$ cat src/rtl/trace_pkg.sv
// shared widths, kind codes and record types of the pipeline trace unit, taken by scoped name
`default_nettype none

package trace_pkg;

    ////////////////////////////////////////////////////////////
    // widths and limits
    ////////////////////////////////////////////////////////////

    // instruction id, wraps modulo 64
    localparam int id_w = 6;
    // ages and run lengths, saturating
    localparam int age_w = 8;
    localparam logic [age_w-1:0] age_max = '1;
    // fetch, decode, execute, memory, write-back
    localparam int num_stages = 5;
    localparam int kind_w = 2;
    localparam int rsvd_w = 5;

    // record kinds in the top bits of a trace word
    localparam logic [kind_w-1:0] kind_retire = 2'd1;
    localparam logic [kind_w-1:0] kind_hazard = 2'd2;

    // hazard causes
    localparam logic cause_stall = 1'b0;
    localparam logic cause_flush = 1'b1;

    ////////////////////////////////////////////////////////////
    // record types
    ////////////////////////////////////////////////////////////

    // content of one pipeline stage
    typedef struct packed {
        logic             valid;
        logic [id_w-1:0]  id;
        logic [age_w-1:0] age;
    } stage_slot_t;

    typedef struct packed {
        logic [id_w-1:0]  id;
        logic [age_w-1:0] latency;
    } retire_rec_t;

    // rsvd stays zero so both views are 14 bits
    typedef struct packed {
        logic              cause;
        logic [rsvd_w-1:0] rsvd;
        logic [age_w-1:0]  length;
    } hazard_rec_t;

    // one body, decoded by the kind field
    typedef union packed {
        retire_rec_t ret;
        hazard_rec_t haz;
    } trace_body_u;

    typedef struct packed {
        logic [kind_w-1:0] kind;
        trace_body_u       body;
    } trace_word_t;

    // producer to packer hand-off, kind filled at the source
    typedef struct packed {
        logic        valid;
        trace_word_t rec;
    } event_t;

    // +1 that sticks at the top value
    function automatic logic [age_w-1:0] sat_inc(input logic [age_w-1:0] v);
        return (v == age_max) ? v : v + 1'b1;
    endfunction

endpackage

`default_nettype wire

$ cat src/rtl/hazard_monitor.sv
// measures stall runs and flags flush cycles, one hazard record per cycle at most
`default_nettype none
`timescale 1ns/1ps

module hazard_monitor (
    input  logic              clk,
    input  logic              rst,
    input  logic              stall,
    input  logic              flush,
    output trace_pkg::event_t hazard
);

    // stall level one cycle back
    logic stall_q;
    // cycles in the current stall run
    logic [trace_pkg::age_w-1:0] run_len;
    // stall record waiting behind a flush record
    logic pend_valid;
    logic [trace_pkg::age_w-1:0] pend_len;
    // first low cycle after a run
    logic stall_end;

    assign stall_end = stall_q && !stall;

    ////////////////////////////////////////////////////////////
    // run counter and pending stall record
    ////////////////////////////////////////////////////////////

    always_ff @(posedge clk) begin
        if (rst) begin
            stall_q <= 1'b0;
            run_len <= '0;
            pend_valid <= 1'b0;
        end else begin
            stall_q <= stall;
            // restart from zero once the run is reported
            run_len <= stall ? trace_pkg::sat_inc(run_len) : '0;
            if (stall_end && (flush || pend_valid)) begin
                // output slot taken, park this run
                pend_valid <= 1'b1;
            end else if (pend_valid && !flush) begin
                pend_valid <= 1'b0;
            end
        end
    end

    // pending length, only read while pend_valid
    always_ff @(posedge clk) begin
        if (stall_end && (flush || pend_valid)) begin
            pend_len <= run_len;
        end
    end

    ////////////////////////////////////////////////////////////
    // record select: flush, then pending, then new stall end
    ////////////////////////////////////////////////////////////

    always_comb begin
        hazard = '0;
        hazard.rec.kind = trace_pkg::kind_hazard;
        if (flush) begin
            hazard.valid = 1'b1;
            hazard.rec.body.haz.cause = trace_pkg::cause_flush;
            hazard.rec.body.haz.length = trace_pkg::age_w'(1);
        end else if (pend_valid) begin
            hazard.valid = 1'b1;
            hazard.rec.body.haz.cause = trace_pkg::cause_stall;
            hazard.rec.body.haz.length = pend_len;
        end else if (stall_end) begin
            hazard.valid = 1'b1;
            hazard.rec.body.haz.cause = trace_pkg::cause_stall;
            hazard.rec.body.haz.length = run_len;
        end
    end

    // a parked run must drain before the next one lands on a flush
    a_pend_single: assert property (@(posedge clk) disable iff (rst)
        (stall_end && flush) |-> !pend_valid);

endmodule

`default_nettype wire

$ cat src/rtl/pipe_trace_top.sv
// top of the pipeline trace unit, wires tracker and hazard monitor into the packer
`default_nettype none
`timescale 1ns/1ps

module pipe_trace_top (
    input  logic                   clk,
    input  logic                   rst,
    input  logic                   stall,
    input  logic                   flush,
    output logic                   trace_valid,
    output trace_pkg::trace_word_t trace_word
);

    ////////////////////////////////////////////////////////////
    // event wires
    ////////////////////////////////////////////////////////////

    // retire record from write-back
    trace_pkg::event_t retire_evt;
    // stall or flush record
    trace_pkg::event_t hazard_evt;

    // instruction tag chain
    stage_tracker u_stage_tracker (
        .clk    (clk),
        .rst    (rst),
        .stall  (stall),
        .flush  (flush),
        .retire (retire_evt)
    );

    // stall runs and flush cycles
    hazard_monitor u_hazard_monitor (
        .clk    (clk),
        .rst    (rst),
        .stall  (stall),
        .flush  (flush),
        .hazard (hazard_evt)
    );

    // retire first, hazards in order behind it
    trace_packer u_trace_packer (
        .clk         (clk),
        .rst         (rst),
        .retire      (retire_evt),
        .hazard      (hazard_evt),
        .trace_valid (trace_valid),
        .trace_word  (trace_word)
    );

endmodule

`default_nettype wire

$ cat src/rtl/stage_tracker.sv
// follows instruction ids and ages through the five stages and flags each retire
`default_nettype none
`timescale 1ns/1ps

module stage_tracker (
    input  logic              clk,
    input  logic              rst,
    input  logic              stall,
    input  logic              flush,
    output trace_pkg::event_t retire
);

    // slot 0 is fetch, last slot is write-back
    trace_pkg::stage_slot_t slot [trace_pkg::num_stages];
    // id handed to the next fetched instruction
    logic [trace_pkg::id_w-1:0] next_id;
    // all stage ids side by side, for the hold check
    logic [trace_pkg::num_stages*trace_pkg::id_w-1:0] id_vec;

    ////////////////////////////////////////////////////////////
    // stage chain
    ////////////////////////////////////////////////////////////

    always_ff @(posedge clk) begin
        if (rst) begin
            for (int i = 0; i < trace_pkg::num_stages; i++) begin
                slot[i] <= '0;
            end
            // first instruction sits in fetch right after reset
            slot[0].valid <= 1'b1;
            next_id <= trace_pkg::id_w'(1);
        end else if (flush) begin
            // kill everything in flight
            for (int i = 0; i < trace_pkg::num_stages; i++) begin
                slot[i].valid <= 1'b0;
            end
            // fetch still steps over one id unless stalled
            if (!stall) begin
                slot[0].id <= next_id;
                next_id <= next_id + 1'b1;
            end
        end else if (stall) begin
            // frozen, but everything in flight gets older
            for (int i = 0; i < trace_pkg::num_stages; i++) begin
                if (slot[i].valid) begin
                    slot[i].age <= trace_pkg::sat_inc(slot[i].age);
                end
            end
        end else begin
            // normal advance
            for (int i = 1; i < trace_pkg::num_stages; i++) begin
                slot[i] <= '{
                    valid: slot[i-1].valid,
                    id:    slot[i-1].id,
                    age:   slot[i-1].valid ? trace_pkg::sat_inc(slot[i-1].age)
                                           : slot[i-1].age
                };
            end
            // fresh fetch starts at age 0
            slot[0] <= '{valid: 1'b1, id: next_id, age: '0};
            next_id <= next_id + 1'b1;
        end
    end

    ////////////////////////////////////////////////////////////
    // retire record
    ////////////////////////////////////////////////////////////

    // write-back leaves only on a clean cycle
    always_comb begin
        retire = '0;
        retire.valid = slot[trace_pkg::num_stages-1].valid && !stall && !flush;
        retire.rec.kind = trace_pkg::kind_retire;
        retire.rec.body.ret.id = slot[trace_pkg::num_stages-1].id;
        retire.rec.body.ret.latency = slot[trace_pkg::num_stages-1].age;
    end

    always_comb begin
        for (int i = 0; i < trace_pkg::num_stages; i++) begin
            id_vec[i*trace_pkg::id_w +: trace_pkg::id_w] = slot[i].id;
        end
    end

    // anything past fetch has been through at least one edge
    for (genvar g = 1; g < trace_pkg::num_stages; g++) begin : g_age_chk
        a_age_nonzero: assert property (@(posedge clk) disable iff (rst)
            slot[g].valid |-> (slot[g].age != '0));
    end

    // stall freezes every id and the fetch counter, flush or not
    a_stall_ids_hold: assert property (@(posedge clk) disable iff (rst)
        stall |=> ($stable(id_vec) && $stable(next_id)));

endmodule

`default_nettype wire

$ cat src/rtl/trace_packer.sv
// merges retire and hazard events into one registered 16-bit trace word stream
`default_nettype none
`timescale 1ns/1ps

module trace_packer (
    input  logic                   clk,
    input  logic                   rst,
    input  trace_pkg::event_t      retire,
    input  trace_pkg::event_t      hazard,
    output logic                   trace_valid,
    output trace_pkg::trace_word_t trace_word
);

    // one-entry hold for a hazard that lost the slot
    trace_pkg::trace_word_t hold_word;
    logic hold_valid;
    // hazard goes to the hold instead of the output
    logic hold_load;
    logic hold_valid_next;
    // word chosen for the output register
    trace_pkg::trace_word_t sel_word;
    logic sel_valid;

    ////////////////////////////////////////////////////////////
    // arbitration
    ////////////////////////////////////////////////////////////

    // new hazard loses to a retire or to an older held entry
    assign hold_load = hazard.valid && (retire.valid || hold_valid);

    // held entry stays only while retires keep winning
    assign hold_valid_next = hold_load || (hold_valid && retire.valid);

    assign sel_valid = retire.valid || hold_valid || hazard.valid;

    always_comb begin
        if (retire.valid) begin
            sel_word = retire.rec;
        end else if (hold_valid) begin
            sel_word = hold_word;
        end else begin
            // also the idle value, ignored with sel_valid low
            sel_word = hazard.rec;
        end
    end

    ////////////////////////////////////////////////////////////
    // registers
    ////////////////////////////////////////////////////////////

    always_ff @(posedge clk) begin
        if (rst) begin
            trace_valid <= 1'b0;
            hold_valid <= 1'b0;
        end else begin
            trace_valid <= sel_valid;
            hold_valid <= hold_valid_next;
        end
    end

    // payload, qualified by the valids above
    always_ff @(posedge clk) begin
        trace_word <= sel_word;
        if (hold_load) begin
            hold_word <= hazard.rec;
        end
    end

    // no second hazard may queue behind a blocked entry
    a_hold_no_overrun: assert property (@(posedge clk) disable iff (rst)
        (hold_load && retire.valid) |-> !hold_valid);

endmodule

`default_nettype wire

$ cat config.mk
export PLATFORM = sky130hd
export DESIGN_NAME = pipe_trace_top
export DESIGN_NICKNAME = d
export VERILOG_FILES = /design/src/rtl/trace_pkg.sv /design/src/rtl/hazard_monitor.sv /design/src/rtl/pipe_trace_top.sv /design/src/rtl/stage_tracker.sv /design/src/rtl/trace_packer.sv
export SDC_FILE = /design/constraint.sdc
export NUM_CORES = 1
export LEC_CHECK = 0
export ABC_CLOCK_PERIOD_IN_PS = 3200
export BUFFER_PORTS_ARGS = -buffer_cell sky130_fd_sc_hd__buf_2
export CAP_MARGIN = 15
export CORE_UTILIZATION = 65
export CTS_CLUSTER_SIZE = 16
export DETAILED_ROUTE_END_ITERATION = 8
export MAX_ROUTING_LAYER = met4
export PLACE_DENSITY = 0.81
export SLEW_MARGIN = 40
export SYNTH_ARGS = -nofsm -noshare
export SYNTH_HDL_FRONTEND = slang
export SYNTH_SLANG_ARGS = --single-unit
$ cat constraint.sdc
create_clock -name clk -period 3.2 [get_ports clk]
set_input_delay 0 -clock clk [delete_from_list [all_inputs] [get_ports clk]]
set_output_delay 0 -clock clk [all_outputs]
set_load 0.005 [all_outputs]
==> impl_results.html <==
<table>
<tr><th>Metric</th><th>Value</th></tr>
<tr><th colspan="2">Status</th></tr>
<tr><td>Run status</td><td>completed</td></tr>
<tr><th colspan="2">Critical path</th></tr>
<tr><td>Worst endpoint required time</td><td>3470 ps</td></tr>
<tr><td>Signal arrival time at the worst endpoint</td><td>2570 ps</td></tr>
<tr><td>Critical Path Sink Type</td><td>flip-flop</td></tr>
<tr><td>Top Family by Delay on Critical Path</td><td>simple AND/OR/NAND/NOR gates</td></tr>
<tr><td>Crit Path Class</td><td>flip-flop to flip-flop</td></tr>
<tr><td>Highest fanout seen on the critical path</td><td>33</td></tr>
<tr><td>Number of buffer and inverter instances along the worst setup path</td><td>1</td></tr>
<tr><td>Chain of cells forming the critical path</td><td>nor3b_1, a211o_1, buf_4, and2_1, nor2b_1</td></tr>
<tr><td>Delay of the slowest cell on the worst path</td><td>560 ps</td></tr>
<tr><td>Worst path slowest cell</td><td>edfxtp_1</td></tr>
<tr><td>Crit path launch type</td><td>flip-flop</td></tr>
<tr><th colspan="2">CTS</th></tr>
<tr><td>Number of CTS-inserted buffers</td><td>17</td></tr>
<tr><td>TritonCTS clock tree</td><td>done</td></tr>
<tr><td>Worst-skew pair later-pin latency</td><td>520 ps</td></tr>
<tr><td>Largest buffer count on any clock path</td><td>2</td></tr>
<tr><td>Clock transition at path regs</td><td>70 ps</td></tr>
<tr><td>H-tree depth</td><td>4</td></tr>
<tr><td>Number of clock sinks</td><td>126</td></tr>
<tr><td>CTS-repair resized insts</td><td>0</td></tr>
<tr><td>CTS Root Buffer Type</td><td>clkbuf_8</td></tr>
<tr><th colspan="2">Global route</th></tr>
<tr><td>Largest net degree at the start of global routing</td><td>34</td></tr>
<tr><td>Met3 track demand over resource</td><td>5.340%</td></tr>
<tr><td>Busiest grt layer</td><td>met2</td></tr>
<tr><td>Met2 global-route usage</td><td>43.99%</td></tr>
<tr><td>Antenna violations before repair</td><td>0</td></tr>
<tr><td>First-pass GRT wire length</td><td>20.21 mm</td></tr>
<tr><td>Total global-route track usage</td><td>26.62%</td></tr>
<tr><td>Via count of the first global-routing pass</td><td>4283</td></tr>
<tr><td>Remaining Overflow, GRT</td><td>0</td></tr>
<tr><td>GR Layer Usage met1</td><td>32.73%</td></tr>
<tr><th colspan="2">Detailed routing</th></tr>
<tr><td>Total wire length after detailed routing</td><td>12.13 mm</td></tr>
<tr><td>First DRT Iteration DRCs</td><td>348</td></tr>
<tr><td>Count of vias placed by the detailed router</td><td>4558</td></tr>
<tr><td>Number of nets with antenna violations after detailed routing</td><td>0</td></tr>
<tr><td>Via density per instance</td><td>6.218</td></tr>
<tr><td>Wire length per cell after detailed routing</td><td>16.55 microns</td></tr>
<tr><td>DRC viols</td><td>0</td></tr>
<tr><td>Detailed-routing iteration count for the pre-antenna-repair pass</td><td>5</td></tr>
<tr><th colspan="2">Floorplanning</th></tr>
<tr><td>Count of boundary I/O pins</td><td>21</td></tr>
<tr><td>Die footprint</td><td>10180 sq um</td></tr>
<tr><td>Site row count</td><td>35</td></tr>
<tr><td>Die width</td><td>100.9 microns</td></tr>
<tr><td>Effective utilization at floorplan</td><td>67.82%</td></tr>
<tr><td>Core region area</td><td>9371 sq um</td></tr>
<tr><td>Die height</td><td>100.9 microns</td></tr>
<tr><th colspan="2">Timing</th></tr>
<tr><td>Count of final max-slew check failures</td><td>0</td></tr>
<tr><td>Hold WS</td><td>22.76 ps</td></tr>
<tr><td>Tightest Pin Transition</td><td>691.8 ps</td></tr>
<tr><td>F_max</td><td>435.4 MHz</td></tr>
<tr><td>Clock period minus final worst setup slack</td><td>2297 ps</td></tr>
<tr><td>Total setup violations reported at the end of the flow</td><td>0</td></tr>
<tr><td>Final clock period utilization by the worst path</td><td>71.78%</td></tr>
<tr><td>Setup WS post-layout</td><td>903.1 ps</td></tr>
<tr><td>Final Hold Vio Count</td><td>0</td></tr>
<tr><td>RSZ-0062 raised after global routing</td><td>false</td></tr>
<tr><td>Clock Skews</td><td>8.089 ps</td></tr>
<tr><td>Total negative slack for setup checks</td><td>0 ps</td></tr>
<tr><td>Headroom to the max-slew limit</td><td>53.78%</td></tr>
<tr><th colspan="2">Finish</th></tr>
<tr><td>Post-route cell area</td><td>7002 sq um</td></tr>
<tr><td>Share of cells above drive strength 1</td><td>10.76%</td></tr>
<tr><td>Count of non-filler cells in the finished layout</td><td>733</td></tr>
<tr><td>Number of filler cells placed in the layout</td><td>620</td></tr>
<tr><td>Final core utilization</td><td>74.71%</td></tr>
<tr><td>Count of antenna diodes in the layout</td><td>0</td></tr>
<tr><td>Synthesis-to-finish area growth</td><td>10.16%</td></tr>
<tr><td>Layout net count</td><td>602</td></tr>
<tr><th colspan="2">Yosys</th></tr>
<tr><td>Cell count after synthesis</td><td>588</td></tr>
<tr><td>Distinct cells, synth</td><td>54</td></tr>
<tr><td>Share of the yosys chip area belonging to registers</td><td>53.54%</td></tr>
<tr><td>Post-synthesis area per instance</td><td>10.81 sq um</td></tr>
<tr><td>Main flop type after synthesis</td><td>edfxtp_1</td></tr>
<tr><td>Post-synthesis async set-or-reset flop share</td><td>0%</td></tr>
<tr><td>Number of enable-type register cells in the synthesized netlist</td><td>88</td></tr>
<tr><td>Number of storage elements in the synthesis netlist</td><td>126</td></tr>
<tr><td>Synth Cell Area</td><td>6356 sq um</td></tr>
<tr><td>Count of warnings emitted by yosys</td><td>0</td></tr>
<tr><td>Syn nets</td><td>599</td></tr>
<tr><th colspan="2">Power and ir drop</th></tr>
<tr><td>Max IR drop VDD</td><td>343.9 uV</td></tr>
<tr><td>Overall power after layout</td><td>3.993 mW</td></tr>
<tr><td>Leakage power</td><td>2.617 nW</td></tr>
<tr><td>Power density normalized to cell area</td><td>570.2 nW/um^2</td></tr>
<tr><th colspan="2">Placement</th></tr>
<tr><td>Number of buffers added on ports</td><td>20</td></tr>
<tr><td>Hpwl dp</td><td>7.925 mm</td></tr>
<tr><td>Post-placement cell count</td><td>699</td></tr>
<tr><td>Worst setup timing slack at the placement stage</td><td>996.6 ps</td></tr>
<tr><td>Placement Cell Area</td><td>6424 sq um</td></tr>
<tr><td>Routability Congestion</td><td>0.9612</td></tr>
<tr><th colspan="2">Min path</th></tr>
<tr><td>Worst hold-check path type</td><td>input pin to flip-flop</td></tr>
<tr><th colspan="2">Flow run</th></tr>
<tr><td>MaxCap Viol Count</td><td>0</td></tr>
</table>
[cells by family (layout without fill, tap and decap cells)]
kind of cell / count (synthesis) / after routing / share of synthesized area [%]
compound gates: 112 / 112 / 11.73
xor+xnor: 30 / 30 / 4.134
fa+ha+maj: 8 / 8 / 1.535
buf+inv: 50 / 66 / 3.937
flops: 126 / 126 / 53.54
mux: 39 / 39 / 6.142
simple gates: 223 / 223 / 18.98
[cell usage in the layout, fill, tap and decap left out, types with 4 or more instances in the layout]
master     netlist  routed
ha_1             7       7
buf_2           18      20
dfxtp_1         38      38
mux2i_1         39      39
xnor2_1          7       7
nor2_1          56      56
nor2b_1          9       9
nand2_1         28      28
nand4bb_1        7       7
o21ai_0         23      23
inv_1            7       7
a21o_1           4       4
and2_1          30      30
o211ai_1         7       7
and3_1           8       8
edfxtp_1        88      88
clkinv_4         0       4
xor2_1          23      23
clkbuf_16        0      16
o22ai_1         25      25
nand4_1         16      16
and4_1           8       8
inv_6            0       6
nand2b_1        10      10
nor3_1           7       7
a31oi_1          4       4
o32ai_2          6       6
a21oi_1         27      27
nand3_1         34      34
[cells in the mapped netlist, types with 3 or more instances]
cell,number,share of area [%]
and4_1,8,1.1
nand3_1,34,2.7
o32ai_2,6,1.5
and3_1,8,0.79
buf_6,3,0.53
and2_1,30,3.0
edfxtp_1,88,42
o22ai_1,25,2.5
dfxtp_1,38,12
nor3_1,7,0.55
o21bai_1,3,0.35
a31oi_1,4,0.39
xnor2_1,7,0.96
buf_2,18,1.4
nand2_1,28,1.7
buf_4,4,0.47
nor2_1,56,3.3
clkbuf_1,13,0.77
nand2b_1,10,0.98
o211ai_1,7,0.83
nand4bb_1,7,1.2
nor2b_1,9,0.89
mux2i_1,39,6.1
a21oi_1,27,2.1
a21o_1,4,0.47
o21ai_0,23,1.8
inv_1,7,0.41
xor2_1,23,3.2
ha_1,7,1.4
nand4_1,16,1.6
[power breakdown]
group	switching, mW	internal, mW
logic	0.156	0.108
registers	0.106	1.84
clock network	0.793	0.992
[state kept, by name (all words and copies together), names as in the netlist]
register                     flops
u_stage_tracker.slot            75
u_trace_packer.trace_word       16
u_trace_packer.hold_word         9
u_hazard_monitor.pend_len        8
u_hazard_monitor.run_len         8
u_stage_tracker.next_id          6
u_hazard_monitor.pend_valid      1
u_hazard_monitor.stall_q         1
u_trace_packer.hold_valid        1
u_trace_packer.trace_valid       1
[final timing paths]
kind	startpoint	endpoint	slack (ps)	cells past startpoint
setup reg to reg	u_stage_tracker.slot[0][14]	u_stage_tracker.slot[0][13]	900	5
hold reg to reg	u_stage_tracker.slot[4][9]	u_trace_packer.trace_word[9]	440	1
hold / removal	stall	u_stage_tracker.next_id[1]	20	3
setup / recovery	u_stage_tracker.slot[0][14]	u_stage_tracker.slot[0][13]	900	5
[layout make-up]
class,count,area [sq um],area share (%)
Clock buffer,17,414.1,5.915
Tap cell,129,161.4,2.305
Multi-Input combinational cell,412,2703,38.60
Timing Repair Buffer,25,142.6,2.037
Clock inverter,15,143.9,2.055
Sequential cell,126,3403,48.61
Inverter,9,33.78,0.4825
[tightest hold or removal path: cells and delay by family]
family	cells	cell delay [ps]
mux	1	170
simple gates	1	80
buf+inv	1	260
[layer usage]
layer	wire [microns]	vias to the layer above
met1	5189	2166
met3	650	19
li1	-	2201
met4	190	0
met5	0	-
met2	6097	172
[what timing repair did]
| action | 4_1_cts | 5_1_grt |
|---|---|---|
| hold buffers | 2 | 0 |
| buffers inserted | 0 | 0 |
| endpoints found under the hold margin | 10 | 0 |
No activity file was read; power rests on OpenSTA's default activity.
